### config.mk
export PLATFORM = sky130hd
export DESIGN_NAME = enigmaTop
export DESIGN_NICKNAME = d
export VERILOG_FILES = /design/src/verilog/enigmaAlphabetPkg.sv /design/src/verilog/enigmaWiringPkg.sv /design/src/verilog/letterIngress.sv /design/src/verilog/rotorStage.sv /design/src/verilog/rotorStepper.sv /design/src/verilog/letterEgress.sv /design/src/verilog/enigmaTop.sv
export SDC_FILE = /design/constraint.sdc
export NUM_CORES = 1
export LEC_CHECK = 0
export BUFFER_PORTS_ARGS = -buffer_cell sky130_fd_sc_hd__buf_2
export CAP_MARGIN = 10
export CORE_MARGIN = 1.5
export CORE_UTILIZATION = 61
export CTS_BUF_LIST = sky130_fd_sc_hd__clkbuf_16
export DETAILED_ROUTE_END_ITERATION = 7
export GPL_TIMING_DRIVEN = 0
export MAX_ROUTING_LAYER = met4
export PLACE_DENSITY = 0.75
export SLEW_MARGIN = 30
export SYNTH_ARGS = -nofsm -noshare
export SYNTH_HDL_FRONTEND = slang
export SYNTH_HIERARCHICAL = 1
export SYNTH_SLANG_ARGS = --single-unit
### constraint.sdc
create_clock -name load -period 33.7 [get_ports load]
set_input_delay 3.37 -clock load [delete_from_list [all_inputs] [get_ports load]]
set_output_delay 3.37 -clock load [all_outputs]
set_load 0.005 [all_outputs]
### src/verilog/enigmaAlphabetPkg.sv
// Letter width, index and character types, ASCII constants and conversion helpers
package enigmaAlphabetPkg;

    localparam int letterWidth  = 5;
    localparam int alphabetSize = 26;

    typedef logic [letterWidth-1:0] letterIdx;
    typedef logic [7:0]             asciiChar;

    localparam asciiChar asciiBase = "A";
    localparam asciiChar asciiLast = "Z";

    // Uppercase A to Z only
    function automatic logic isLetterChar(input asciiChar c);
        return (c >= asciiBase) && (c <= asciiLast);
    endfunction

    // Only meaningful for letters
    function automatic letterIdx charToIdx(input asciiChar c);
        asciiChar offset;
        offset = c - asciiBase;
        return offset[letterWidth-1:0];
    endfunction

    function automatic asciiChar idxToChar(input letterIdx idx);
        asciiChar wide;
        wide = asciiChar'(idx);
        return asciiBase + wide;
    endfunction

endpackage

### src/verilog/enigmaWiringPkg.sv
// Rotor, reflector and plugboard wiring tables with their lookup functions
package enigmaWiringPkg;

    import enigmaAlphabetPkg::*;

    localparam int maxRotors = 3;

    // Row k is the forward table of rotor k, entry i is where contact i leads
    localparam letterIdx rotorWiring [maxRotors][alphabetSize] = '{
        '{ 7, 12, 21, 17,  0,  2, 22, 20, 23, 18,  9, 25, 15,
           3, 14, 13, 11,  8,  4, 10,  6,  5, 19, 16, 24,  1},
        '{19,  4,  7,  6, 12, 17,  8,  5,  2,  0,  1, 20, 25,
           9, 14, 22, 24, 18, 15, 13,  3, 10, 21, 16, 11, 23},
        '{19,  0,  6,  1, 15,  2, 18,  3, 16,  4, 20,  5, 21,
          13, 25,  7, 24,  8, 23,  9, 22, 11, 17, 10, 14, 12}
    };

    // Thirteen swapped pairs, no letter maps to itself
    localparam letterIdx reflectorWiring [alphabetSize] = '{
        24, 17, 20,  7, 16, 18, 11,  3, 15, 23, 13,  6, 14,
        10, 12,  8,  4,  1,  5, 25,  2, 22, 21,  9,  0, 19
    };

    // Ten swapped pairs, the other six letters unplugged
    localparam letterIdx plugWiring [alphabetSize] = '{
         4, 10, 12,  5,  0,  3, 11, 16, 21, 25,  1,  6,  2,
        22, 24, 15,  7, 17, 18, 19, 20,  8, 13, 23, 14,  9
    };

    function automatic letterIdx rotorForward(input int stage, input letterIdx idx);
        return rotorWiring[stage][idx];
    endfunction

    // Search for the contact that leads to idx
    function automatic letterIdx rotorInverse(input int stage, input letterIdx idx);
        letterIdx result;
        result = '0;
        for (int i = 0; i < alphabetSize; i++) begin
            if (rotorWiring[stage][i] == idx) begin
                result = letterIdx'(i);
            end
        end
        return result;
    endfunction

    function automatic letterIdx reflect(input letterIdx idx);
        return reflectorWiring[idx];
    endfunction

    // Involutive, so the same table serves both directions
    function automatic letterIdx plug(input letterIdx idx);
        return plugWiring[idx];
    endfunction

endpackage

### src/verilog/letterIngress.sv
// Letter check, ASCII to index conversion, forward plugboard and first register stage
module letterIngress
    import enigmaAlphabetPkg::*;
    import enigmaWiringPkg::*;
(
    input  logic     load,
    input  logic     rstN,
    input  logic     inStrobe,
    input  asciiChar inChar,
    output logic     stepStrobe,
    output logic     passStrobe,
    output letterIdx fwdIdx,
    output asciiChar rawChar
);

    logic     isLetter;
    logic     takeLetter;
    logic     takeOther;
    letterIdx plainIdx;

    assign isLetter   = isLetterChar(inChar);
    assign takeLetter = inStrobe && isLetter;
    assign takeOther  = inStrobe && !isLetter;
    assign plainIdx   = charToIdx(inChar);

    always_ff @(posedge load or negedge rstN) begin
        if (!rstN) begin
            stepStrobe <= 1'b0;
            passStrobe <= 1'b0;
        end else begin
            stepStrobe <= takeLetter;
            passStrobe <= takeOther;
        end
    end

    // Plugboard applied before the register
    always_ff @(posedge load) begin
        if (takeLetter) begin
            fwdIdx <= plug(plainIdx);
        end
    end

    // Non-letters bypass the cipher path
    always_ff @(posedge load) begin
        if (takeOther) begin
            rawChar <= inChar;
        end
    end

endmodule

### src/verilog/rotorStage.sv
// One rotor's forward and backward substitution at its current position
module rotorStage
    import enigmaAlphabetPkg::*;
    import enigmaWiringPkg::*;
#(
    parameter int stageIdx = 0
) (
    input  letterIdx position,
    input  letterIdx fwdIn,
    input  letterIdx bwdIn,
    output letterIdx fwdOut,
    output letterIdx bwdOut
);

    letterIdx fwdEntry;
    letterIdx bwdEntry;

    function automatic letterIdx addMod(input letterIdx a, input letterIdx b);
        logic [letterWidth:0] sum;
        sum = {1'b0, a} + {1'b0, b};
        if (sum >= (letterWidth + 1)'(alphabetSize)) begin
            sum = sum - (letterWidth + 1)'(alphabetSize);
        end
        return sum[letterWidth-1:0];
    endfunction

    function automatic letterIdx subMod(input letterIdx a, input letterIdx b);
        logic [letterWidth:0] diff;
        diff = {1'b0, a} + (letterWidth + 1)'(alphabetSize) - {1'b0, b};
        if (diff >= (letterWidth + 1)'(alphabetSize)) begin
            diff = diff - (letterWidth + 1)'(alphabetSize);
        end
        return diff[letterWidth-1:0];
    endfunction

    // Rotate into the rotor frame, substitute, rotate back out
    assign fwdEntry = addMod(fwdIn, position);
    assign fwdOut   = subMod(rotorForward(stageIdx, fwdEntry), position);

    assign bwdEntry = addMod(bwdIn, position);
    assign bwdOut   = subMod(rotorInverse(stageIdx, bwdEntry), position);

endmodule

### src/verilog/rotorStepper.sv
// Rotor position registers with start position load and odometer stepping
module rotorStepper
    import enigmaAlphabetPkg::*;
#(
    parameter int rotorCount = 3
) (
    input  logic                      load,
    input  logic                      rstN,
    input  logic                      keyLoad,
    input  letterIdx [rotorCount-1:0] startPos,
    input  logic                      stepStrobe,
    output letterIdx [rotorCount-1:0] position
);

    letterIdx [rotorCount-1:0] posReg;
    letterIdx [rotorCount-1:0] stepped;
    logic                      keyLoadSeen;
    logic                      advance;

    // Rotor 0 always moves, a wrap carries into the next one
    always_comb begin
        logic carry;
        carry = 1'b1;
        for (int k = 0; k < rotorCount; k++) begin
            if (!carry) begin
                stepped[k] = posReg[k];
            end else if (posReg[k] == letterIdx'(alphabetSize - 1)) begin
                stepped[k] = '0;
            end else begin
                stepped[k] = posReg[k] + 1'b1;
                carry      = 1'b0;
            end
        end
    end

    // A letter loaded together with the key is not stepped
    assign advance = stepStrobe && !keyLoadSeen;

    // Letter in flight sees its step before the commit edge
    assign position = advance ? stepped : posReg;

    always_ff @(posedge load or negedge rstN) begin
        if (!rstN) begin
            posReg      <= '0;
            keyLoadSeen <= 1'b0;
        end else begin
            keyLoadSeen <= keyLoad;
            if (keyLoad) begin
                posReg <= startPos;
            end else if (advance) begin
                posReg <= stepped;
            end
        end
    end

endmodule

### src/verilog/letterEgress.sv
// Reflector, backward plugboard, index to ASCII conversion and output register
module letterEgress
    import enigmaAlphabetPkg::*;
    import enigmaWiringPkg::*;
(
    input  logic     load,
    input  logic     rstN,
    input  logic     stepStrobe,
    input  logic     passStrobe,
    input  asciiChar rawChar,
    input  letterIdx reflIn,
    input  letterIdx bwdIn,
    output letterIdx reflOut,
    output logic     outStrobe,
    output asciiChar outChar
);

    asciiChar cipherChar;

    // Turnaround at the end of the forward chain
    assign reflOut = reflect(reflIn);

    assign cipherChar = idxToChar(plug(bwdIn));

    always_ff @(posedge load or negedge rstN) begin
        if (!rstN) begin
            outStrobe <= 1'b0;
        end else begin
            outStrobe <= stepStrobe || passStrobe;
        end
    end

    // At most one of the two strobes is high
    always_ff @(posedge load) begin
        if (stepStrobe) begin
            outChar <= cipherChar;
        end else if (passStrobe) begin
            outChar <= rawChar;
        end
    end

endmodule

### src/verilog/enigmaTop.sv
// Top level of the letter cipher: ingress, rotor chain, stepper and egress
module enigmaTop
    import enigmaAlphabetPkg::*;
#(
    parameter int rotorCount = 3
) (
    input  logic                      load,
    input  logic                      rstN,
    input  logic                      inStrobe,
    input  asciiChar                  inChar,
    input  logic                      keyLoad,
    input  letterIdx [rotorCount-1:0] startPos,
    output logic                      outStrobe,
    output asciiChar                  outChar
);

    logic                      stepStrobe;
    logic                      passStrobe;
    asciiChar                  rawChar;
    letterIdx [rotorCount-1:0] position;

    // Entry k feeds stage k forward, entry k+1 feeds it backward
    letterIdx [rotorCount:0]   fwdChain;
    letterIdx [rotorCount:0]   bwdChain;

    letterIngress ingress (
        .load       (load),
        .rstN       (rstN),
        .inStrobe   (inStrobe),
        .inChar     (inChar),
        .stepStrobe (stepStrobe),
        .passStrobe (passStrobe),
        .fwdIdx     (fwdChain[0]),
        .rawChar    (rawChar)
    );

    rotorStepper #(
        .rotorCount (rotorCount)
    ) stepper (
        .load       (load),
        .rstN       (rstN),
        .keyLoad    (keyLoad),
        .startPos   (startPos),
        .stepStrobe (stepStrobe),
        .position   (position)
    );

    for (genvar k = 0; k < rotorCount; k++) begin : rotorChain
        rotorStage #(
            .stageIdx (k)
        ) stage (
            .position (position[k]),
            .fwdIn    (fwdChain[k]),
            .bwdIn    (bwdChain[k+1]),
            .fwdOut   (fwdChain[k+1]),
            .bwdOut   (bwdChain[k])
        );
    end

    letterEgress egress (
        .load       (load),
        .rstN       (rstN),
        .stepStrobe (stepStrobe),
        .passStrobe (passStrobe),
        .rawChar    (rawChar),
        .reflIn     (fwdChain[rotorCount]),
        .bwdIn      (bwdChain[0]),
        .reflOut    (bwdChain[rotorCount]),
        .outStrobe  (outStrobe),
        .outChar    (outChar)
    );

endmodule

==> flow_metrics.tcl, run 1 <==
set metrics [dict create \
    grt_use_met2 0.4476 \
    io_pins 36 \
    crit_top_cell "ha_1" \
    cp.required_ps 33730 \
    outcome "finished clean" \
    clk_latency_ps 280 \
    hpwlAfterDp_um 16430 \
    synth_sequential_area_ratio 0.1181 \
    hp-class "register to register" \
    layout.nets 1381 \
    drive_gt1_frac 0.1560 \
    use_met1 0.3700 \
    grt_pass1_wl_um 35730 \
    cts_tree "yes" \
    core_area_um2 15090 \
    grt-ovfl-total 0 \
    fp.dieArea_um2 16100 \
    cts.htree.levels 2 \
    track_usage 0.2686 \
    n_antenna_cell 0 \
    cts-root-buf "clkbuf_16" \
    synth_top_area_frac 0.1844 \
    fmax_mhz 31.60 \
    setup_viol 0 \
    path_clk_slew_ps 60 \
    critPathKind "register to register" \
    skew_ps 7.622 \
    gp_congestion 0.9004 \
    routedWlPerCell_um 15.24 \
    worstMarginPinSlew_ps 743.1 \
    vias 8569 \
    synthArstFlopShare 0.4750 \
    start_kind "register" \
    cts_hold_buf 0 \
    synth_cell_types 121 \
    hold_viol 0 \
    rows 45 \
    cts_buffer_depth 2 \
    drt_iter0_drc 447 \
    die_h_um 126.9 \
    synth-edff-count 21 \
    finalWirelength_um 21230 \
    fin_crit_ps 31650 \
    antenna_found_initial 0 \
    netlist_instances 1160 \
    synth_area_um2 9364 \
    drtPass1Iterations 5 \
    cp_max_fo 10 \
    synth_fp_nets 1337 \
    whs_ps 497.8 \
    cts_buffers 5 \
    numPortBuffers 35 \
    maxCapViolations 0 \
    final_antenna_net_count 0 \
    grt_start_max_net_pins 20 \
    clock_sinks 40 \
    yosys.area.top_type "ha_1" \
    synth.most_common_cell "ha_1" \
    synth_warnings 6 \
    start_util 0.6206 \
    cp-end-kind "register" \
    gr-max-usage-layer "met2" \
    grtUsageMet3 0.01476 \
    synth_commonest_cells "ha_1 (138), inv_1 (112), nor2_1 (93)" \
    avgSynthCellArea_um2 8.072 \
    synth-main-ff-cell "edfxtp_1" \
    finalMaxSlewViolations 0 \
    cp_slowest_cell "or4_1" \
    cp.arrival_ps 31680 \
    slew_headroom 0.5016 \
    via_per_inst 6.151 \
    synth_seq_cells 40 \
    critPathMaxStageDelay_ps 520 \
    die_w_um 126.9 \
    area_growth_pct 7.496 \
    synth_area_leaders "ha_1 (18%), edfxtp_1 (6.7%), dfrtp_1 (5.1%)" \
    grt_pass1_vias 7783 \
    drc_errors 0 \
    post-route-period-util 0.9392 \
]
==> repair_timing <==
item,CTS,global route
buffers inserted,0,3
resized for setup,0,30
endpoints found under the setup margin,0,6
==> per-stage QoR <==
stage	setup WS [ps]	instances	setup TNS, ps	util	area, um^2
6_report	2050	1393	0	0.6671	10070
5_1_grt	-38.32	1393	-38.32	0.6671	10070
4_1_cts	464.4	1391	0	0.6570	9915
3_5_place_dp	594.6	1383	0	0.6478	9774
3_3_place_gp	1104	1383	0	0.6478	9774
2_1_floorplan	4364	1160	0	-	9364
==> flip-flops by register name, indices dropped and copies added (netlist names) <==
name	count
stepper/posReg	15
egress/outChar	8
ingress/rawChar	8
ingress/fwdIdx	5
egress/outStrobe	1
ingress/passStrobe	1
ingress/stepStrobe	1
stepper/keyLoadSeen	1
==> critical path, delay by kind of cell, from the launching register on <==
| kind | cells | cell delay, ps |
|---|---|---|
| AOI/OAI and AO/OA | 53 | 10230 |
| adders and majority gates | 32 | 10150 |
| and+or+nand+nor | 23 | 4940 |
| xor gates and xnor gates | 13 | 3200 |
| buffers and inverters | 16 | 1910 |
| muxes | 2 | 470 |
| DFF | 1 | 440 |
==> routing by layer <==
layer	vias to the layer above	wire length (um)	share of wire
li1	4385	-	-
met1	3999	10440	0.49
met2	165	9975	0.47
met3	20	613	0.029
met4	0	208	0.0098
met5	-	0	0
==> path summary, 6_finish.rpt <==
path	from	endpoint	slack, ps	depth (start not counted)
worst min-delay path	ingress/rawChar[6]	egress/outChar[6]	500	1
worst min register to register	ingress/rawChar[6]	egress/outChar[6]	500	1
max in group asynchronous	rstN	stepper/posReg[6]	30340	1
worst max register to register	stepper/posReg[0]	egress/outChar[4]	2050	139
min in group asynchronous	rstN	ingress/passStrobe	3030	1
worst max-delay path	stepper/posReg[0]	egress/outChar[4]	2050	139
==> cell families (layout without fill, tap and decap cells) <==
kind of cell    count (synthesis)  in the layout  share of synthesized area
buf+inv                       165            210                    0.08137
xor+xnor                       54             54                    0.05919
flops                          40             40                     0.1181
fa+ha+maj                     151            151                     0.2113
mux                            60             60                    0.07269
compound gates                372            372                     0.2778
simple gates                  318            318                     0.1796
==> layout make-up <==
type                       count  area, um^2
tap                          188       235.2
timing repair buffer          38       197.7
inverter                     115       431.7
multi-input combinational    955        7627
buffer                        49       327.8
sequential                    40        1106
fill                        1316        5024
clock inverter                 3       15.01
clock buffer                   5       125.1
==> cell usage in the layout (no fill, tap or decap), types with 14 or more instances in the layout <==
cell type  netlist  layout
nor2_1          93      92
a21oi_1         90      86
inv_1          112     113
dfrtp_1         19      19
a211oi_1        21      19
nor3_1          16      16
mux2i_1         26      26
ha_1           138     137
o21ai_0         72      68
nand3_1         30      30
nor2b_1         14      14
mux2_2          27      27
nand2_1         71      71
xnor2_1         34      28
a21o_1          26      26
clkbuf_1        16      14
buf_2           14      49
edfxtp_1        21      21
Power of run 1 is left out: the tool's default activity adds up to more than one toggle a clock period on the data nets, which glitch-free logic cannot reach.
==> inputs of run 2 (changes only) <==
Settings changed: PLACE_DENSITY 0.75 to 0.77, SLEW_MARGIN 30 to not set, TNS_END_PERCENT set to 10.
==> flow_metrics.tcl, run 2 (synthesized netlist as in run 1, its figures left out) <==
set metrics [dict create \
    fmax_mhz 31.56 \
    cts-root-buf "clkbuf_16" \
    routedWlPerCell_um 15.23 \
    cp_slowest_cell "or4_1" \
    cp-startpoint "stepper/posReg[0]" \
    cp_max_fo 10 \
    grt_pass1_vias 7591 \
    die_h_um 126.9 \
    path_clk_slew_ps 60 \
    drc_errors 0 \
    start_util 0.6206 \
    cts.htree.levels 2 \
    post-route-period-util 0.9403 \
    critPathKind "register to register" \
    largest_register_ffs 15 \
    cp.required_ps 33740 \
    critPathMaxStageDelay_ps 520 \
    outcome "finished clean" \
    layout.nets 1382 \
    slew_headroom 0.5355 \
    gp_congestion 0.9015 \
    area_growth_pct 8.418 \
    worstSetupPathDepth 138 \
    grt-ovfl-total 0 \
    drt_iter0_drc 566 \
    numPortBuffers 35 \
    worstMarginPinSlew_ps 692.5 \
    cts_tree "yes" \
    final_antenna_net_count 0 \
    clock_sinks 40 \
    fp.dieArea_um2 16100 \
    hp-class "register to register" \
    worst_r2r_path_depth 138 \
    rows 45 \
    via_per_inst 6.155 \
    hpwlAfterDp_um 16400 \
    cts_buffer_depth 2 \
    grt_start_max_net_pins 20 \
    reg2reg_to "egress/outChar[4]" \
    track_usage 0.2614 \
    regMostFlops "stepper/posReg" \
    top_regs "stepper/posReg: 15 flops, egress/outChar: 8 flops, ingress/rawChar: 8 flops" \
    antenna_found_initial 2 \
    cp.arrival_ps 31720 \
    crit_family "compound AO/OA/AOI/OAI gates" \
    io_pins 36 \
    drtPass1Iterations 5 \
    cts_buffers 5 \
    grt_pass1_wl_um 34840 \
    hold_viol 0 \
    finalWirelength_um 21260 \
    whs_ps 498.0 \
    vias 8593 \
    mostFrequentLayoutCell "ha_1" \
    r2r_slack_ps 2010 \
    maxCapViolations 0 \
    start_kind "register" \
    skew_ps 7.735 \
    regToRegStartpoint "stepper/posReg[0]" \
    cp-end-kind "register" \
    clk_latency_ps 290 \
    crit_top_cell "ha_1" \
    setup_viol 0 \
    fin_crit_ps 31690 \
    final_util 0.6728 \
    core_area_um2 15090 \
    cp_num_buf_inv 16 \
    finalMaxSlewViolations 0 \
    endpoint "egress/outChar[4]" \
    die_w_um 126.9 \
    final_cell_mix "ha_1 (137), inv_1 (112), nor2_1 (92)" \
    drive_gt1_frac 0.1625 \
]
run 2: layout make-up:
type / instances / area, um^2
Sequential cell: 40 / 1106
Timing Repair Buffer: 38 / 197.7
Fill cell: 1265 / 4937
Clock buffer: 5 / 125.1
Multi-Input combinational cell: 955 / 7671
Tap cell: 188 / 235.2
Antenna cell: 2 / 5.005
Buffer: 50 / 334.1
Inverter: 115 / 431.7
Clock inverter: 3 / 46.29
run 2: per-layer routing:
metal  routed length [um]  vias up  global-route usage  share of wire
li1                     -     4392                   -              -
met1                10020     4001              0.3574           0.47
met2                10150      182              0.4277           0.48
met3                  831       18             0.02109          0.039
met4                  259        0             0.04947          0.012
met5                    0        -                   -              0
run 2: worst min-delay path by stage:
| stage | endpoint | start | cells after the start |
|---|---|---|---|
| 6_report | egress/outChar[6] | ingress/rawChar[6] | 1 |
| 4_1_cts | egress/outChar[6] | ingress/rawChar[6] | 1 |
| 3_5_place_dp | egress/outChar[6] | ingress/rawChar[6] | 1 |
| 2_1_floorplan | egress/outChar[6] | ingress/rawChar[6] | 1 |
| 5_1_grt | egress/outChar[6] | ingress/rawChar[6] | 1 |
| 3_3_place_gp | egress/outChar[6] | ingress/rawChar[6] | 1 |
run 2: what timing repair did:
action / in CTS / in global routing
setup endpoints to repair: 0 / 6
hold buffers: 0 / 0
setup buffers: 0 / 3
resized for setup: 0 / 40
run 2: worst reg2reg max path: cells and delay by family, from the launching register on:
kind | cells | cell delay (ps)
AO/OA/AOI/OAI | 60 | 12290
XOR/XNOR | 10 | 2010
adder cells (fa/ha/maj) | 31 | 9650
buffers and inverters | 16 | 2050
flip-flops | 1 | 430
multiplexers | 3 | 880
AND/OR/NAND/NOR | 18 | 4130
run 2: metrics by stage:
| stage | instances | TNS (ps) | worst slack (ps) | area, um^2 |
|---|---|---|---|---|
| CTS | 1391 | 0 | 523.7 | 9946 |
| floorplan | 1160 | 0 | 4364 | 9364 |
| detailed placement | 1383 | 0 | 669.1 | 9774 |
| global route | 1396 | -24.09 | -24.09 | 10150 |
| global placement | 1383 | 0 | 1175 | 9774 |
| finish | 1396 | 0 | 2013 | 10150 |
Power of run 2 is left out for the same reason.
==> inputs of run 3 (changes only) <==
Settings changed: RECOVER_POWER set to 100.
Clock period 33.7 ns to 34.2 ns, I/O delays scaled along.
==> flow_metrics.tcl, run 3 (synthesized netlist as in run 1, its figures left out) <==
set metrics [dict create \
    rows 45 \
    outcome "finished clean" \
    largest_register_ffs 15 \
    crit_top_cell "ha_1" \
    clock_sinks 40 \
    final_cell_mix "ha_1 (138), inv_1 (112), nor2_1 (92)" \
    cp.required_ps 34240 \
    hp-class "register to register" \
    top_regs "stepper/posReg: 15 flops, egress/outChar: 8 flops, ingress/rawChar: 8 flops" \
    regMostFlops "stepper/posReg" \
    hpwlAfterDp_um 16400 \
    grt_pass1_wl_um 34840 \
    core_area_um2 15090 \
    mostFrequentLayoutCell "ha_1" \
    start_util 0.6206 \
    maxCapViolations 0 \
    die_h_um 126.9 \
    track_usage 0.2614 \
    hold_viol 0 \
    cts_tree "yes" \
    clk_latency_ps 290 \
    finalMaxSlewViolations 0 \
    grt_pass1_vias 7591 \
    area_growth_pct 7.282 \
    layout.nets 1380 \
    whs_path_depth 1 \
    routedWlPerCell_um 15.22 \
    cp.arrival_ps 32010 \
    dpl_worst_slack_ps 1169 \
    via_per_inst 6.159 \
    post-route-period-util 0.9350 \
    final_antenna_net_count 0 \
    worstMarginPinSlew_ps 1116 \
    cts.htree.levels 2 \
    gp_congestion 0.9015 \
    grt_start_max_net_pins 20 \
    skew_ps 7.773 \
    worst_r2r_path_depth 136 \
    cts_buffers 5 \
    final_util 0.6658 \
    setup_ws_ps 2223 \
    cts-root-buf "clkbuf_16" \
    cp_slowest_cell "fa_2" \
    drive_gt1_frac 0.1420 \
    fmax_mhz 31.27 \
    numPortBuffers 35 \
    critPathKind "register to register" \
    cp_max_fo 10 \
    antenna_found_initial 1 \
    vias 8579 \
    fin_crit_ps 31980 \
    path_clk_slew_ps 60 \
    cts_buffer_depth 2 \
    cp-end-kind "register" \
    die_w_um 126.9 \
    drc_errors 0 \
    finalWirelength_um 21200 \
    critPathMaxStageDelay_ps 610 \
    drt_iter0_drc 555 \
    grt-ovfl-total 0 \
    start_kind "register" \
    drtPass1Iterations 5 \
    slew_headroom 0.2557 \
    setup_viol 0 \
    fp.dieArea_um2 16100 \
    io_pins 36 \
]
run 3: cell type report:
class	count	area [um^2]
antenna	1	2.502
buffer	50	331.6
clock buffer	5	125.1
clock inverter	3	46.29
fill	1282	5044
inverter	115	431.7
multi-input combinational	955	7599
sequential	40	1106
tap	188	235.2
timing repair buffer	36	168.9
run 3: final timing paths:
| path | start | end | slack [ps] |
|---|---|---|---|
| worst min-delay path | ingress/rawChar[6] | egress/outChar[6] | 500 |
| worst max-delay path | stepper/posReg[0] | egress/outChar[4] | 2220 |
| worst max register to register | stepper/posReg[0] | egress/outChar[4] | 2220 |
| worst min register to register | ingress/rawChar[6] | egress/outChar[6] | 500 |
| min in group asynchronous | rstN | ingress/passStrobe | 3320 |
| max in group asynchronous | rstN | stepper/posReg[8] | 30200 |
run 3: what timing repair did:
item / 4_1_cts / 5_1_grt
setup buffers: 0 / 1
setup endpoints to repair: 0 / 6
resized for setup: 0 / 27
hold buffers: 0 / 0
run 3: critical path: cells and delay by family, from the launching register on:
family          cells  cell delay [ps]
mux                 3             1060
flops               1              430
xor+xnor           10             2570
simple gates       18             3990
buf+inv            17             2060
fa+ha+maj          31            10250
compound gates     57            11300
run 3: metrics by stage:
stage | setup TNS [ps] | area (um^2) | hold slack, ps | std cells
floorplan | 0 | 9364 | 478.7 | 1160
global placement | 0 | 9774 | 482.3 | 1383
detailed placement | 0 | 9774 | 484.5 | 1383
CTS | 0 | 9946 | 500.1 | 1391
global route | -72.96 | 10050 | 508.7 | 1393
finish | 0 | 10050 | 497.5 | 1393
run 3: layer usage:
metal | GRT usage | part of all wire | routed length, um
met1 | 0.3574 | 0.48 | 10180
met2 | 0.4277 | 0.47 | 9990
met3 | 0.02109 | 0.033 | 705
met4 | 0.04947 | 0.015 | 321
met5 | - | 0 | 0
Power of run 3 is left out for the same reason.
